[config.mk]
export PLATFORM = sky130hd
export DESIGN_NAME = core_top
export DESIGN_NICKNAME = d
export VERILOG_FILES = /design/src/logic/core_pkg.sv /design/src/logic/reg_port_if.sv /design/src/logic/core_alu.sv /design/src/logic/core_ctrl.sv /design/src/logic/core_regs.sv /design/src/logic/core_top.sv
export VERILOG_INCLUDE_DIRS = /design/src /design/src/logic
export SDC_FILE = /design/constraint.sdc
export NUM_CORES = 1
export LEC_CHECK = 0
export BUFFER_PORTS_ARGS = -buffer_cell sky130_fd_sc_hd__buf_2
export CORE_UTILIZATION = 47
export DETAILED_ROUTE_END_ITERATION = 6
export PLACE_DENSITY = 0.63
export SYNTH_ARGS = -nofsm -noshare
export SYNTH_HDL_FRONTEND = slang
export SYNTH_SLANG_ARGS = --single-unit
[constraint.sdc]
create_clock -name clk -period 8.75 [get_ports clk]
set_input_delay 1.75 -clock clk [delete_from_list [all_inputs] [get_ports clk]]
set_output_delay 1.75 -clock clk [all_outputs]
set_load 0.02 [all_outputs]
[src/logic/core_config.svh]
// core widths and sizes
`ifndef CORE_CONFIG_SVH
`define CORE_CONFIG_SVH

// register and RAM word width
`define CORE_DATA_W 16

// RAM word address width
`define CORE_ADDR_W 16

// register file size
`define CORE_NREGS  8
`define CORE_RSEL_W 3

// instruction word width
`define CORE_INSN_W 16

// immediate field width
`define CORE_IMM_W  8

`endif

[src/logic/core_pkg.sv]
// core shared types
`include "core_config.svh"

package core_pkg;

    typedef enum logic [3:0] {
        OP_NOP  = 4'd0,
        OP_LDI  = 4'd1,
        OP_ADD  = 4'd2,
        OP_SUB  = 4'd3,
        OP_AND  = 4'd4,
        OP_OR   = 4'd5,
        OP_XOR  = 4'd6,
        OP_LD   = 4'd7,
        OP_ST   = 4'd8,
        OP_JR   = 4'd9,
        OP_JRZ  = 4'd10,
        OP_HALT = 4'd15     // 11..14 behave as nop
    } opcode_e;

    // register form: op dst src
    typedef struct packed {
        opcode_e                 op;
        logic [`CORE_RSEL_W-1:0] dst;
        logic [`CORE_RSEL_W-1:0] src;
        logic [5:0]              rsvd;
    } insn_reg_t;

    // immediate form: op dst imm
    typedef struct packed {
        opcode_e                 op;
        logic [`CORE_RSEL_W-1:0] dst;
        logic                    rsvd;
        logic [`CORE_IMM_W-1:0]  imm;
    } insn_imm_t;

    typedef union packed {
        insn_reg_t r;
        insn_imm_t i;
    } insn_u;

    typedef enum logic [2:0] {
        FETCH,
        DECODE,
        EXEC,
        LOAD,
        HALTED
    } state_e;

endpackage

[src/logic/reg_port_if.sv]
// control to register bank port
`timescale 1ns/1ns
`include "core_config.svh"

interface reg_port_if;

    logic [`CORE_RSEL_W-1:0] src_sel;
    logic [`CORE_RSEL_W-1:0] dst_sel;
    logic                    we;        // qualified by cen in the bank
    logic [`CORE_DATA_W-1:0] wdata;
    logic [`CORE_DATA_W-1:0] src_data;
    logic [`CORE_DATA_W-1:0] dst_data;

    modport ctrl (
        output src_sel, dst_sel, we, wdata,
        input  src_data, dst_data
    );

    modport regs (
        input  src_sel, dst_sel, we, wdata,
        output src_data, dst_data
    );

endinterface

[src/logic/core_alu.sv]
// core arithmetic logic unit
`timescale 1ns/1ns
`include "core_config.svh"

module core_alu(
    input                               clk,
    input                               rst,
    input                               cen,

    input        [`CORE_DATA_W-1:0]     a,          // dst register
    input        [`CORE_DATA_W-1:0]     b,          // src register
    input  core_pkg::opcode_e           alu_op,
    input                               flag_we,

    output logic [`CORE_DATA_W-1:0]     result,
    output logic                        zflag
);

// everything wraps at the word width
always_comb begin
    case (alu_op)
        core_pkg::OP_ADD: result = a + b;
        core_pkg::OP_SUB: result = a - b;
        core_pkg::OP_AND: result = a & b;
        core_pkg::OP_OR:  result = a | b;
        core_pkg::OP_XOR: result = a ^ b;
        default:          result = '0;
    endcase
end

always_ff @(posedge clk) begin
    if (rst) begin
        zflag <= 1'b0;
    end else if (cen && flag_we) begin
        zflag <= result == '0;
    end
end

// control must only raise flag_we for arithmetic and logic ops
a_flag_op: assert property (@(posedge clk) disable iff (rst)
    flag_we |-> alu_op inside {core_pkg::OP_ADD, core_pkg::OP_SUB,
                               core_pkg::OP_AND, core_pkg::OP_OR,
                               core_pkg::OP_XOR});

endmodule

[src/logic/core_ctrl.sv]
// core control unit
`timescale 1ns/1ns
`include "core_config.svh"

module core_ctrl(
    input                               clk,
    input                               rst,
    input                               cen,

    output logic [`CORE_ADDR_W-1:0]     ram_addr,
    input        [`CORE_DATA_W-1:0]     ram_dout,
    output logic [`CORE_DATA_W-1:0]     ram_din,
    output logic                        ram_we,

    reg_port_if.ctrl                    rp,

    output core_pkg::opcode_e           alu_op,
    output logic                        flag_we,
    input        [`CORE_DATA_W-1:0]     alu_result,
    input                               zflag,

    output logic                        halted
);

core_pkg::state_e           state, next_state;
core_pkg::insn_u            insn;
logic [`CORE_ADDR_W-1:0]    pc;
logic [`CORE_ADDR_W-1:0]    jr_target;
logic                       in_exec, is_alu, is_mem, take_jump;

assign in_exec = state == core_pkg::EXEC;
assign is_alu  = insn.r.op inside {core_pkg::OP_ADD, core_pkg::OP_SUB,
                                   core_pkg::OP_AND, core_pkg::OP_OR,
                                   core_pkg::OP_XOR};
assign is_mem  = insn.r.op == core_pkg::OP_LD || insn.r.op == core_pkg::OP_ST;

// pc already points past the jump here
assign jr_target = pc + {{(`CORE_ADDR_W-`CORE_IMM_W){insn.i.imm[`CORE_IMM_W-1]}},
                         insn.i.imm};
assign take_jump = insn.r.op == core_pkg::OP_JR ||
                   (insn.r.op == core_pkg::OP_JRZ && zflag);

always_comb begin
    case (state)
        core_pkg::FETCH:  next_state = core_pkg::DECODE;
        core_pkg::DECODE: next_state = core_pkg::EXEC;
        core_pkg::EXEC: begin
            case (insn.r.op)
                core_pkg::OP_LD:   next_state = core_pkg::LOAD;
                core_pkg::OP_HALT: next_state = core_pkg::HALTED;
                default:           next_state = core_pkg::FETCH;
            endcase
        end
        core_pkg::LOAD:   next_state = core_pkg::FETCH;
        core_pkg::HALTED: next_state = core_pkg::HALTED;   // only rst leaves
        default:          next_state = core_pkg::FETCH;
    endcase
end

always_ff @(posedge clk) begin
    if (rst) begin
        state <= core_pkg::FETCH;
        pc    <= '0;
    end else if (cen) begin
        state <= next_state;
        if (state == core_pkg::DECODE) pc <= pc + 1'b1;
        if (in_exec && take_jump) pc <= jr_target;
    end
end

// instruction word arrives one cycle after fetch
always_ff @(posedge clk) begin
    if (cen && state == core_pkg::DECODE) insn <= ram_dout;
end

// memory side
assign ram_addr = (in_exec && is_mem) ? rp.src_data : pc;
assign ram_din  = rp.dst_data;
assign ram_we   = cen && in_exec && insn.r.op == core_pkg::OP_ST;

// register bank side
assign rp.src_sel = insn.r.src;
assign rp.dst_sel = insn.r.dst;
assign rp.we      = (in_exec && (is_alu || insn.i.op == core_pkg::OP_LDI)) ||
                    state == core_pkg::LOAD;

always_comb begin
    if (state == core_pkg::LOAD)
        rp.wdata = ram_dout;
    else if (insn.i.op == core_pkg::OP_LDI)
        rp.wdata = {{(`CORE_DATA_W-`CORE_IMM_W){1'b0}}, insn.i.imm};  // zero extended
    else
        rp.wdata = alu_result;
end

assign alu_op  = insn.r.op;
assign flag_we = in_exec && is_alu;   // ldi leaves zflag alone
assign halted  = state == core_pkg::HALTED;

// a store writes once, then the next fetch starts
a_we_store: assert property (@(posedge clk) disable iff (rst)
    ram_we |=> state == core_pkg::FETCH);

// halt is sticky until reset
a_halt_sticky: assert property (@(posedge clk) disable iff (rst)
    halted |=> halted);

endmodule

[src/logic/core_regs.sv]
// core register bank
`timescale 1ns/1ns
`include "core_config.svh"

module core_regs(
    input                               clk,
    input                               rst,
    input                               cen,

    reg_port_if.regs                    rp,

    // register dump
    input        [`CORE_RSEL_W-1:0]     dmp_addr,
    output logic [`CORE_DATA_W-1:0]     dmp_din
);

logic [`CORE_DATA_W-1:0] regs [`CORE_NREGS];

always_ff @(posedge clk) begin
    if (rst) begin
        for (int i = 0; i < `CORE_NREGS; i++) begin
            regs[i] <= '0;
        end
    end else if (cen && rp.we) begin
        regs[rp.dst_sel] <= rp.wdata;
    end
end

// combinational read ports
assign rp.src_data = regs[rp.src_sel];
assign rp.dst_data = regs[rp.dst_sel];     // also the alu a operand
assign dmp_din     = regs[dmp_addr];

// decoded select from control must be clean on writes
a_wsel_known: assert property (@(posedge clk) disable iff (rst)
    rp.we |-> !$isunknown(rp.dst_sel));

endmodule

[src/logic/core_top.sv]
// 16-bit core top level
`timescale 1ns/1ns
`include "core_config.svh"

module core_top(
    input                           clk,
    input                           rst,
    input                           cen,

    output [`CORE_ADDR_W-1:0]       ram_addr,
    input  [`CORE_DATA_W-1:0]       ram_dout,
    output [`CORE_DATA_W-1:0]       ram_din,
    output                          ram_we,
    // register dump
    input  [`CORE_RSEL_W-1:0]       dmp_addr,
    output [`CORE_DATA_W-1:0]       dmp_din,

    output                          halted
);

core_pkg::opcode_e          alu_op;
logic                       flag_we, zflag;
logic [`CORE_DATA_W-1:0]    alu_result;

reg_port_if u_rp();

core_ctrl u_ctrl(
    .clk            ( clk               ),
    .rst            ( rst               ),
    .cen            ( cen               ),
    .ram_addr       ( ram_addr          ),
    .ram_dout       ( ram_dout          ),
    .ram_din        ( ram_din           ),
    .ram_we         ( ram_we            ),
    .rp             ( u_rp.ctrl         ),
    .alu_op         ( alu_op            ),
    .flag_we        ( flag_we           ),
    .alu_result     ( alu_result        ),
    .zflag          ( zflag             ),
    .halted         ( halted            )
);

core_regs u_regs(
    .clk            ( clk               ),
    .rst            ( rst               ),
    .cen            ( cen               ),
    .rp             ( u_rp.regs         ),
    .dmp_addr       ( dmp_addr          ),
    .dmp_din        ( dmp_din           )
);

core_alu u_alu(
    .clk            ( clk               ),
    .rst            ( rst               ),
    .cen            ( cen               ),
    .a              ( u_rp.dst_data     ),
    .b              ( u_rp.src_data     ),
    .alu_op         ( alu_op            ),
    .flag_we        ( flag_we           ),
    .result         ( alu_result        ),
    .zflag          ( zflag             )
);

endmodule

Word-level counts from Yosys, hierarchy flattened. Memory sizes are Yosys's and may differ from the RTL's. A register that Yosys moved wholly into a read port is not among the register bits. Index checks and enable logic that the tools add are counted.

Register bits after elaboration: 36. Bits in writable memories: 128. Input port bits: 22. Output and inout bits: 50. Memories kept: 1.

Add/sub/neg operators: 4. Eq/ne operators: 15. Multiplexer cells: 18. Bitwise gates (word level): 3. Reduce and logical (&&, ||, !) cells: 20.

Memory list: u_regs.regs (depth 8, width 16, rd ports 3, clocked after memory_dff 2, write ports 8, line core_regs.sv:17) `` logic [`CORE_DATA_W-1:0] regs [`CORE_NREGS]; ``.

Operators with widths (number): $mux W16 (6); $pmux W16 S5 (1); $add A16 B16 Y16 (2); $add A16 B1 Y16 const B (1); $and A16 B16 Y16 (1); $eq A4 B3 Y1 const B (4); $eq A4 B4 Y1 const B (4); $logic_not A16 Y1 (1); $or A16 B16 Y16 (1); $reduce_or A16 Y1 (1); $sub A16 B16 Y16 (1); $xor A16 B16 Y16 (1); $pmux W3 S4 (1); $logic_and A1 B1 Y1 (10); $mux W3 (3); $eq A4 B2 Y1 const B (2); $eq A3 B2 Y1 const B (2); $mux W1 (6); $pmux W3 S2 (1); $reduce_bool A5 Y1 (1); $eq A4 B1 Y1 const B (1); $logic_or A1 B1 Y1 (4); $eq A3 B1 Y1 const B (1); $eq A3 B3 Y1 const B (1); other kinds (3) (3).

Depth between registers and ports, before layout.
Word-level depth: 11. Depth in mapped cells: 20. Depth with buffers taken out: 17.

Cells and area by module. Synthesis repeated with hierarchy kept, for this count alone.

Cell total of the unflattened synthesis: 1037. Area, all modules: 12690.9 um^2.

Modules (own cells, without submodules): core_regs (instances 1, cells each 462, area each 8025.2 um^2); core_ctrl (instances 1, cells each 290, area each 2615.0 um^2); core_alu (instances 1, cells each 285, area each 2050.7 um^2).

Least setup slack after synthesis. Ideal clock, no wire load.

Path type: input to output. Start point: input port dmp_addr[0]. End point: output port dmp_din[0]. Arrival time: 3387 ps. Required time: 7000 ps. Slack: 3613 ps. Stages on the path: 4. Buffers on the path: 2. Cells stage by stage: clkbuf_1 buf_1 mux4_2 mux2_2.

Cells in the longest elaborated chain, start to end: 1.

RTL lines: start: declaration (line core_top.sv:15) `` input [`CORE_RSEL_W-1:0] dmp_addr, ``; $mem_v2 Z8 W16; end: declaration (line core_top.sv:16) `` output [`CORE_DATA_W-1:0] dmp_din, ``.

Every way passes these cells.

==> qor.yml <==
grt:
  grt_pass1_wl_mm: 55.72
  grt_use_total_pct: 28.62
  grt_pass1_vias: 9066
  overflow: 0
  grt_max_degree: 39
  antenna_found_initial: 0
route:
  top_layer: "met4"
  wirelength_mm: 36.85
  dr_wl_met3_mm: 3.788
  vias: 9400
  drc: 0
  drtAntennaViolNets: 0
  wl_per_cell_um: 25.10
  firstDrtPassIters: 7
  wl_met2_mm: 17.35
  wl_met1_mm: 14.70
  drt_iter0_drc: 1050
  vias_per_cell: 6.403
logic_synthesis:
  seq_area_frac_synth_pct: 39.39
  yosys_warnings: 0
  synthCells: 1088
  ys_ff_latch: 170
  netlist_area_mm2: 0.01230
  yosysUniqueCellTypes: 73
  synth_area_per_cell_um2: 11.31
  synth_nets: 1176
  async_reset_ff_share_pct: 0
  synthFlopType: "edfxtp_1"
  synth-edff-count: 144
job:
  cap_violations: 0
worst_hold_path:
  min_path_type: "reg2reg"
  holdPathStages: 2
floorplanning:
  die_h_um: 163.8
  core_mm2: 0.02540
  die_area_mm2: 0.02682
  io-pin-count: 72
  fp.dieW_um: 163.8
  core.rowCount: 58
  start_util_pct: 48.43
timing:
  fin_crit_ns: 5.709
  rsz0062_at_grt: "false"
  tns_ns: 0
  max_freq_ghz: 0.1752
  worst_pin_slew_ns: 1.219
  finalCritPeriodShare_pct: 65.25
  timing.hold.ws_ns: 0.4775
  hold_viol_final: 0
  skew_ns: 0.02188
  relSlewSlack_pct: 18.72
  final-max-slew-violation-count: 0
  setup_viol: 0
worst_setup_path:
  reg2reg_depth: 16
  crit_buf_inv: 1
  criticalPathCategory: "reg2reg"
  critPathSlowestCell: "mux2i_1"
  cp.arrival_ns: 5.86
  cp-start-kind: "flip-flop"
  crit_required_ns: 8.90
  crit_family: "multiplexers"
  cp_max_fo: 38
  crit_path_max_incr_delay_ns: 0.73
  end_kind: "flip-flop"
  path_cells: "buf_4 -> mux4_2 -> mux2i_1 -> ha_1 -> nor2_1 -> xnor2_1 -> ha_1 -> a211oi_1 -> o211ai_1 -> a311oi_1 -> o21ai_1 -> a21oi_1 -> xor2_1 -> o22ai_1 -> mux2i_1 -> nor2_1"
  cp.depth: 16
cells_and_area:
  drive_gt1_share_pct: 24.52
  utilization_pct: 53.36
  area_delta_synth_final_pct: 10.18
  num_antenna_cells: 0
  mostFrequentLayoutCell: "nor2_1"
  final_cells: 1468
  fin_nets: 1213
  layout.cells.most_common_list: "179 x nor2_1, 144 x edfxtp_1, 102 x mux4_2"
clock_network:
  cts_resized: 0
  cts-buffers-inserted: 17
  worstSkewPairLatency_ns: 0.44
  root_buffer: "clkbuf_16"
  ctsHtreeMaxLevel: 4
  cts_setup_buffers: 0
  cts_sinks: 170
  cts_hold_buffers: 0
  clkTransAtPathRegs_ns: 0.07
  cts_tree: "yes"
  cts_buffer_depth: 2
pwr:
  power_per_cell_area_mw_per_mm2: 169.5
  cellLeakagePower_nw: 5.254
  irDropWorstVdd_mv: 0.1025
status:
  status: "finished clean"
place:
  port_buffers: 71
  dpl.hpwl_mm: 25.64
  placed_cells: 1436
  place_congestion: 0.9199
==> Yosys cell counts, drive strengths merged, types with 23 or more instances <==
cell / number / area share, %
nand2: 76 / 2.3
edfxtp: 144 / 35
buf: 23 / 0.94
mux4: 102 / 19
xnor2: 25 / 1.8
dfxtp: 26 / 4.2
mux2: 29 / 2.7
a21oi: 56 / 2.3
inv: 51 / 1.6
nor2: 179 / 5.5
ha: 64 / 6.5
clkbuf: 45 / 1.4
mux2i: 40 / 4.0
o21ai: 51 / 2.1
==> final timing paths <==
check	slack [ns]	from	endpoint
max	3.04	flip-flop	u_regs.regs[0][14]$_SDFFCE_PN0P_
min	0.48	u_ctrl.pc[3]$_SDFFE_PP0P_	u_ctrl.pc[3]$_SDFFE_PP0P_
max reg2reg	3.04	flip-flop	u_regs.regs[0][14]$_SDFFCE_PN0P_
min reg2reg	0.48	u_ctrl.pc[3]$_SDFFE_PP0P_	u_ctrl.pc[3]$_SDFFE_PP0P_
==> flip-flops by register name, indices dropped and copies added (netlist names), named ones only <==
signal	count
u_ctrl.pc	16
u_ctrl.state	3
u_ctrl.insn	16
u_alu.zflag	1
u_regs.regs	128
==> metal layers <==
layer | up-vias | track usage (%)
met4 | 0 | 10.31
met1 | 4680 | 37.50
li1 | 4148 | -
met3 | 65 | 7.955
met2 | 507 | 45.45
met5 | - | 0
==> cell type report <==
type,count,area (um2)
repair buffers,86,467.9
flip-flops and latches,170,4850
multi-input cells,799,6989
inverters,51,191.4
clock buffers,17,425.4
clock inverters,15,216.5
fillers,2289,11850
well taps,330,412.9
==> where the power goes <==
part	internal [mW]	switching [mW]
Combinational	0.216	0.322
Clock	0.443	0.378
Sequential	0.904	0.0346
Total	1.56	0.734
==> stage by stage <==
| stage | power [mW] | instance area (um2) | setup slack (ns) |
|---|---|---|---|
| finish | 2.297 | 13550 | 3.041 |
| global placement | 1.477 | 12910 | 3.239 |
| detailed placement | 1.485 | 12910 | 3.141 |
| global route | 2.379 | 13550 | 2.692 |
| floorplan | 1.332 | 12300 | 3.613 |
| CTS | 2.296 | 13550 | 3.131 |
==> kinds of logic after synthesis <==
family	synth area share, %
adders and majority gates	6.836
DFF	39.39
and+or+nand+nor	13.00
AOI/OAI and AO/OA	9.094
muxes	25.33
xor gates and xnor gates	2.492
buffers and inverters	3.865
==> tightest hold or removal path, cell delays in order, from the launching register on <==
cell	delay, ns
dfxtp_1	0.33
nand2_1	0.06
a21oi_1	0.05
Note: power is estimated with default switching activity, not from simulation.
